<file path="src/hw/cache_pkg.sv">
package cache_pkg;

  // processor word and burst beat
  typedef logic [31:0] word_t;
  typedef logic [63:0] beat_t;
  typedef logic [3:0] byte_en_t;

  // line geometry, fixed by the burst length of the RAM
  localparam int column_count = 8;
  localparam int column_index_width = 3;
  localparam int word_offset_width = 2;
  localparam int beats_per_line = 4;

  // tag RAM entry, the tag is zero extended from its real width
  typedef struct packed {
    logic dirty;
    logic valid;
    logic [29:0] tag;
  } tag_entry_t;

  // one tag RAM word, raw on the bram side and decoded for the hit logic
  typedef union packed {
    word_t raw;
    tag_entry_t entry;
  } tag_word_u;

  // write = 0 reads a line, write = 1 writes one
  typedef struct packed {
    logic write;
    logic [31:0] address;
  } burst_cmd_t;

  // one beat of a line fill, handed from the burst controller to lookup
  typedef struct packed {
    logic [column_count-1:0] column_write;
    beat_t data;
    logic tag_write;
  } fill_req_t;

endpackage

</file>
<file path="src/hw/cache_burst_ctrl.sv">
`timescale 1ns/1ps

module cache_burst_ctrl #(
  parameter int ram_address_width = 21,
  parameter int command_interval_cycles = 13
) (
  input logic clk,
  input logic rst_n,
  input logic enable,
  input logic hit,
  input logic line_dirty,
  input logic write_busy,
  input logic [ram_address_width-1:0] evict_line_address,
  input logic [ram_address_width-1:0] fetch_line_address,
  input cache_pkg::word_t column_data[cache_pkg::column_count],
  output cache_pkg::fill_req_t fill,
  output logic filling,
  output logic busy,
  output cache_pkg::burst_cmd_t cmd,
  output logic cmd_en,
  output cache_pkg::beat_t wr_data,
  input cache_pkg::beat_t rd_data,
  input logic rd_valid
);

  localparam int counter_width = $clog2(command_interval_cycles + 1);
  localparam int beat_index_width = $clog2(cache_pkg::beats_per_line);
  localparam logic [beat_index_width-1:0] last_beat =
    beat_index_width'(cache_pkg::beats_per_line - 1);

  typedef enum logic [2:0] {
    state_idle,
    state_write_beats,
    state_write_wait,
    state_read_wait,
    state_read_beats,
    state_tag_update,
    state_fill_done
  } state_t;

  state_t state;
  logic [counter_width-1:0] interval_count;
  logic [beat_index_width-1:0] beat_count;
  logic miss;

  // a miss is only trusted once lookup has settled on the held address
  assign miss = enable && !hit && !write_busy;
  assign busy = (enable && !hit) || write_busy || interval_count != '0;

  always_ff @(posedge clk) begin
    if (!rst_n) begin
      state <= state_idle;
      interval_count <= '0;
      beat_count <= '0;
      cmd_en <= 1'b0;
      filling <= 1'b0;
      fill.column_write <= '0;
      fill.tag_write <= 1'b0;
    end else begin
      // minimum spacing between two commands
      if (interval_count != '0) begin
        interval_count <= interval_count - 1'b1;
      end

      unique case (state)
        state_idle: begin
          if (miss && interval_count == '0) begin
            cmd_en <= 1'b1;
            interval_count <= counter_width'(command_interval_cycles);
            if (line_dirty) begin
              // evict first, beat 0 goes out with the command
              cmd.write <= 1'b1;
              cmd.address <= 32'(evict_line_address);
              wr_data <= {column_data[1], column_data[0]};
              beat_count <= 1;
              state <= state_write_beats;
            end else begin
              cmd.write <= 1'b0;
              cmd.address <= 32'(fetch_line_address);
              filling <= 1'b1;
              state <= state_read_wait;
            end
          end
        end

        state_write_beats: begin
          cmd_en <= 1'b0;
          wr_data <= {column_data[{beat_count, 1'b1}], column_data[{beat_count, 1'b0}]};
          beat_count <= beat_count + 1'b1;
          if (beat_count == last_beat) begin
            state <= state_write_wait;
          end
        end

        state_write_wait: begin
          if (interval_count == '0) begin
            cmd_en <= 1'b1;
            cmd.write <= 1'b0;
            cmd.address <= 32'(fetch_line_address);
            interval_count <= counter_width'(command_interval_cycles);
            filling <= 1'b1;
            state <= state_read_wait;
          end
        end

        state_read_wait: begin
          cmd_en <= 1'b0;
          // latency ends with the first valid beat
          if (rd_valid) begin
            fill.data <= rd_data;
            fill.column_write <= cache_pkg::column_count'(2'b11);
            beat_count <= 1;
            state <= state_read_beats;
          end
        end

        state_read_beats: begin
          if (rd_valid) begin
            fill.data <= rd_data;
            fill.column_write <= cache_pkg::column_count'(2'b11) << (2 * beat_count);
            beat_count <= beat_count + 1'b1;
            if (beat_count == last_beat) begin
              state <= state_tag_update;
            end
          end
        end

        state_tag_update: begin
          // last beat lands in the columns this cycle, the tag follows
          fill.column_write <= '0;
          fill.tag_write <= 1'b1;
          state <= state_fill_done;
        end

        state_fill_done: begin
          fill.tag_write <= 1'b0;
          filling <= 1'b0;
          state <= state_idle;
        end

        default: begin
          state <= state_idle;
        end
      endcase
    end
  end

endmodule

</file>
<file path="config.mk">
export PLATFORM = sky130hd
export DESIGN_NAME = cache_burst_ctrl
export DESIGN_NICKNAME = d
export VERILOG_FILES = /design/src/hw/cache_pkg.sv /design/src/hw/cache_burst_ctrl.sv
export SDC_FILE = /design/constraint.sdc
export NUM_CORES = 1
export LEC_CHECK = 0
export BUFFER_PORTS_ARGS = -buffer_cell sky130_fd_sc_hd__buf_2
export CAP_MARGIN = 10
export CORE_AREA = 2 2 210 212
export DETAILED_ROUTE_END_ITERATION = 12
export DIE_AREA = 0 0 212 214
export PLACE_DENSITY = 0.48
export SYNTH_ARGS = -nofsm -noshare
export SYNTH_HDL_FRONTEND = slang
export SYNTH_SLANG_ARGS = --single-unit
</file>
<file path="constraint.sdc">
create_clock -name clk -period 14.3 [get_ports clk]
set_input_delay 1.43 -clock clk [delete_from_list [all_inputs] [get_ports clk]]
set_output_delay 1.43 -clock clk [all_outputs]
set_load 0.01 [all_outputs]
</file>
# ---- Yosys cells after proc, flatten, opt, wreduce, memory -nomap -nowiden
# Cells that the tools add are included.
dict set report op_classes {
  eq_ne 15
  mux 41
  n_lt_le_gt_ge 2
  reduce_logical 27
  n_shift 1
  bitwise_logic 2
  n_addsub 2
}
# op count
set ops {}
lappend ops {{64-bit one-hot mux with 2 select lines} 2}
lappend ops {{32-bit binary-select mux with 3-bit select} 2}
lappend ops {{72-bit two-way mux} 2}
lappend ops {{32-bit two-way mux} 4}
lappend ops {{64-bit two-way mux} 2}
lappend ops {{33-bit two-way mux} 3}
lappend ops {{33-bit one-hot mux with 2 select lines} 1}
lappend ops {{8-bit one-hot mux with 3 select lines} 1}
lappend ops {{3-bit two-way mux} 6}
lappend ops {{3-bit one-hot mux with 6 select lines} 1}
lappend ops {{2-bit != test, second input constant} 8}
lappend ops {{4-bit AND reduction} 4}
lappend ops {{4-bit two-way mux} 3}
lappend ops {{2-bit two-way mux} 5}
lappend ops {{3-bit == test, second input constant} 3}
lappend ops {{3-bit nonzero test} 3}
lappend ops {{4-bit >= comparator, second input constant} 2}
lappend ops {{3-bit NOT with 4-bit output} 2}
lappend ops {{2-bit one-hot mux with 4 select lines} 1}
lappend ops {{4-bit one-hot mux with 2 select lines} 1}
lappend ops {{2-bit nonzero test} 4}
lappend ops {{4-bit nonzero test} 2}
lappend ops {{2-bit by 3-bit << shifter with 8-bit output, first input constant} 1}
lappend ops {{3-bit by 2-bit == test with 1-bit output, second input constant} 2}
lappend ops {{16 further kinds} 25}
dict set report totals {
  elab_cells 101
  output_inout_bits 173
  register_bits 181
}

# ---- Logic depth before layout (Yosys ltp)
dict set report logic_depth {
  word_depth 6
  mapped_depth 8
  depth_no_buf 8
}

# ---- Worst setup path after synthesis
# No wires, ideal clock.
dict set report synth_timing {
  path_type {input -> register}
  start {input port hit}
  end {register wr_data[0] (enable)}
  t_arrival_ns 8.924
  setup_slack_ns 4.693
  t_required_ns 13.617
  path_buffers 0
  path_stages 3
  path_cell_list {nor3b_1 -> nand3_1 -> a2111oi_1}
}
dict set report synth_between {
  elab_chain_cells 6
}
# element line_no
set synth_lines {}
lappend synth_lines {{from (decl)} cache_burst_ctrl.sv:10} ;# input logic hit,
lappend synth_lines {{1-bit logical NOT} cache_burst_ctrl.sv:47} ;# assign miss = enable && !hit && !write_busy;
lappend synth_lines {{1-bit logical AND (2 in series)} cache_burst_ctrl.sv:47}
lappend synth_lines {{1-bit logical AND} cache_burst_ctrl.sv:67} ;# if (miss && interval_count == '0) begin
lappend synth_lines {{2-bit != test (no line)} -}
lappend synth_lines {{4-bit AND reduction (no line)} -}
lappend synth_lines {{to (signal assigned)} cache_burst_ctrl.sv:74} ;# wr_data <= {column_data[1], column_data[0]};
lappend synth_lines {{to (signal assigned)} cache_burst_ctrl.sv:88} ;# wr_data <= {column_data[{beat_count, 1'b1}], column_data[{beat_count, 1'b0}]};
lappend synth_lines {{to (decl)} cache_burst_ctrl.sv:21} ;# output cache_pkg::beat_t wr_data,
# Every way passes these cells.
# A chain may end at the register's enable or synchronous reset.

# ---- Worst setup path in the final report
dict set report layout_timing {
  start {input port hit}
  end {output port busy}
}
dict set report layout_between {
  elab_chain_cells 4
}
# element line_no
set layout_lines {}
lappend layout_lines {{1-bit logical NOT} cache_burst_ctrl.sv:48} ;# assign busy = (enable && !hit) || write_busy || interval_count != '0;
lappend layout_lines {{1-bit logical AND} cache_burst_ctrl.sv:48}
lappend layout_lines {{1-bit logical OR (2 in series)} cache_burst_ctrl.sv:48}
lappend layout_lines {{to (decl)} cache_burst_ctrl.sv:18} ;# output logic busy,
# Every way passes these cells.

==> impl_metrics.tcl <==
set metrics [dict create \
    grt_overflow 0 \
    cts_htree_levels 4 \
    antenna_left 0 \
    r2r_cells 6 \
    layout_common_cells "buf_2 (530), edfxtp_1 (150), a21oi_1 (75), o21ai_0 (70), nand3b_1 (66)" \
    timing.slew.headroom_pct 36.30 \
    grt_pass1_wl_um 46640 \
    ir_worst_vdd_v 0.00005035 \
    clock_skew_ps 8.536 \
    row_count 76 \
    finalPower_uw 1485 \
    worst_slack_ps 11000 \
    post_cts_resized 0 \
    syn-instance-count 687 \
    crit-reg2reg-launch "state[0]" \
    yosys.area_share.simple_pct 9.117 \
    gp_congestion 0.8820 \
    switchingPower_uw 489.3 \
    cts_tree "built" \
    grt_pass1_vias 7365 \
    worstMarginPinSlew_ps 953.2 \
    synth-compound-area-share_pct 16.93 \
    m1WireLength_um 13110 \
    clockBufferDepth 2 \
    numCtsBuffers 17 \
    p_seq_share_pct 41.9 \
    muxShareOfSynthArea_pct 10.53 \
    critPathKind "in2out" \
    cp.required_ps 12870 \
    hold-path-endpoint "fill[0]" \
    startpoint_type "primary input" \
    top_layer_used "met4" \
    fin_crit_ps 3297 \
    final_common_cell "buf_2" \
    power.density_mw_per_mm2 122.1 \
    numClockSinks 166 \
    ctsHoldBuffers 0 \
    hpwl_um 24590 \
    vias_per_cell 4.212 \
    io-pin-count 542 \
    routed-via-count 7510 \
    finalSetupViolations 0 \
    min_path_type "reg2reg" \
    switching_share_pct 32.96 \
    synth_edf_count 150 \
    antenna_found_initial 3 \
    route.detailed.drc 0 \
    min_period_over_period_pct 23.06 \
    cts_root_buffer "clkbuf_16" \
    grt_use_total_pct 13.91 \
    ys_seq_area_share_pct 57.25 \
    p_int_uw 995.4 \
    area_delta_synth_final_pct 44.28 \
    port_buffers 530 \
    yosysUniqueCellTypes 41 \
    combPwrFrac_pct 26.0 \
    postCtsSetupRepairBufs 0 \
    hold_viol_final 0 \
    r2r-end "wr_data[2]" \
    min_from "fill[0]" \
    layout-drive-gt1-share_pct 50.46 \
    synth-warning-count 0 \
    finalNonFillerCells 1783 \
    dp_cells 1749 \
    drv_slew 0 \
    worstPathArrival_ps 1870 \
    ys_async_sr_fraction_pct 0 \
    synth_adder_area_share_pct 0.8909 \
    nets 1558 \
    clock_latency_ps 440 \
    grt_max_degree 82 \
    pre_cts_ws_ps 10620 \
    whs_ps 467.3 \
    die_y_um 214 \
    holdPathStages 2 \
    status "complete, no violations" \
    avgRoutedWirePerCell_um 18.29 \
    core_mm2 0.04289 \
    cap_violations 0 \
    power.leakage_uw 0.004772 \
    synth_area_per_cell_um2 12.27 \
    totalWireLength_um 32620 \
    synth_top_family_by_area "compound AO/OA/AOI/OAI gates" \
    firstDrtPassIters 5 \
    drtIter0Drc 466 \
    start_util_pct 19.65 \
    ys_ff_latch 166 \
    crit_path_end_kind "output pin" \
    path_max_fanout 2 \
    r2r_setup_slack_ps 11340 \
    tns_ps 0 \
    wl_met3_um 2258 \
    dieArea_mm2 0.04537 \
    netlist_area_mm2 0.008427 \
    die-width_um 212 \
    ys.flop_type "edfxtp_1" \
    rsz0062_at_grt "false" \
    synth_xor_area_share_pct 0.1039 \
    pwr-share-clk_pct 32.1 \
    wl_met2_um 16670 \
    clk_pin_slew_ps 70 \
    clock.fmax_mhz 303.3 \
]
-- per-layer routing --
metal,vias up,GRT usage (%)
met5,-,0
met4,0,4.671
met3,31,3.372
met2,283,24.33
met1,3564,16.57
li1,3632,-
-- cell usage after synthesis, types with 3 or more instances --
cell | number | area (um^2)
nand2b_1 | 4 | 25.02
buf_2 | 31 | 155.2
o21ai_0 | 70 | 350.3
o2bb2ai_1 | 64 | 560.5
nor2_1 | 9 | 33.78
dfxtp_1 | 16 | 320.3
inv_1 | 11 | 41.29
buf_1 | 4 | 15.01
ha_1 | 6 | 75.07
nand2_1 | 19 | 71.32
buf_4 | 21 | 157.7
mux2_2 | 21 | 236.5
a21oi_1 | 76 | 380.4
nor2b_1 | 3 | 18.77
nand3b_1 | 66 | 495.5
nor3_1 | 4 | 20.02
mux2i_1 | 65 | 650.6
nand3_1 | 5 | 25.02
edfxtp_1 | 150 | 4504
clkbuf_1 | 17 | 63.81
-- sequential cells by signal, indices dropped and copies added, names as in the netlist --
register,count
fill,69
wr_data,64
cmd,22
interval_count,4
state,3
beat_count,2
cmd_en,1
filling,1
-- metrics by stage --
step	utilization [%]	instance area, um^2
4_1_cts	28.33	12150
2_1_floorplan	-	8464
3_3_place_gp	26.95	11560
6_report	28.35	12160
3_5_place_dp	26.95	11560
5_1_grt	28.35	12160
-- how the worst max path moves through the flow --
stage | start | to | slack [ps] | cells past startpoint
floorplan | hit | wr_data[0] | 4690 | 3
global placement | hit | wr_data[26] | 10690 | 5
detailed placement | hit | wr_data[26] | 10620 | 5
CTS | hit | busy | 10990 | 5
global route | hit | busy | 10930 | 5
finish | hit | busy | 11000 | 5
-- power groups by stage --
| stage | sequential, uW | clock [uW] | combinational, uW |
|---|---|---|---|
| after floorplan | 626 | 0 | 259 |
| after global placement | 634 | 0 | 385 |
| after detailed placement | 635 | 0 | 390 |
| after CTS | 624 | 497 | 392 |
| after global routing | 629 | 511 | 431 |
| final | 623 | 477 | 386 |
-- kinds of logic after synthesis --
family / count (synthesis)
other: 1
xor gates and xnor gates: 1
DFF: 166
and+or+nand+nor: 117
buffers and inverters: 84
AOI/OAI and AO/OA: 226
muxes: 86
adders and majority gates: 6
-- worst max-delay path, cell delays in order --
cell     delay, ps
buf_2           90
inv_1           30
a21oi_1        110
nand2_1         60
buf_2          150
-- layout make-up --
type | count | area, um^2
Clock buffer | 17 | 425.4
Fill cell | 4578 | 30730
Sequential cell | 166 | 4828
Antenna cell | 3 | 7.507
Multi-Input combinational cell | 447 | 3231
Tap cell | 585 | 732.0
Timing Repair Buffer | 540 | 2728
Inverter | 11 | 41.29
Clock inverter | 14 | 165.2
(Power assumes the default switching activity.)
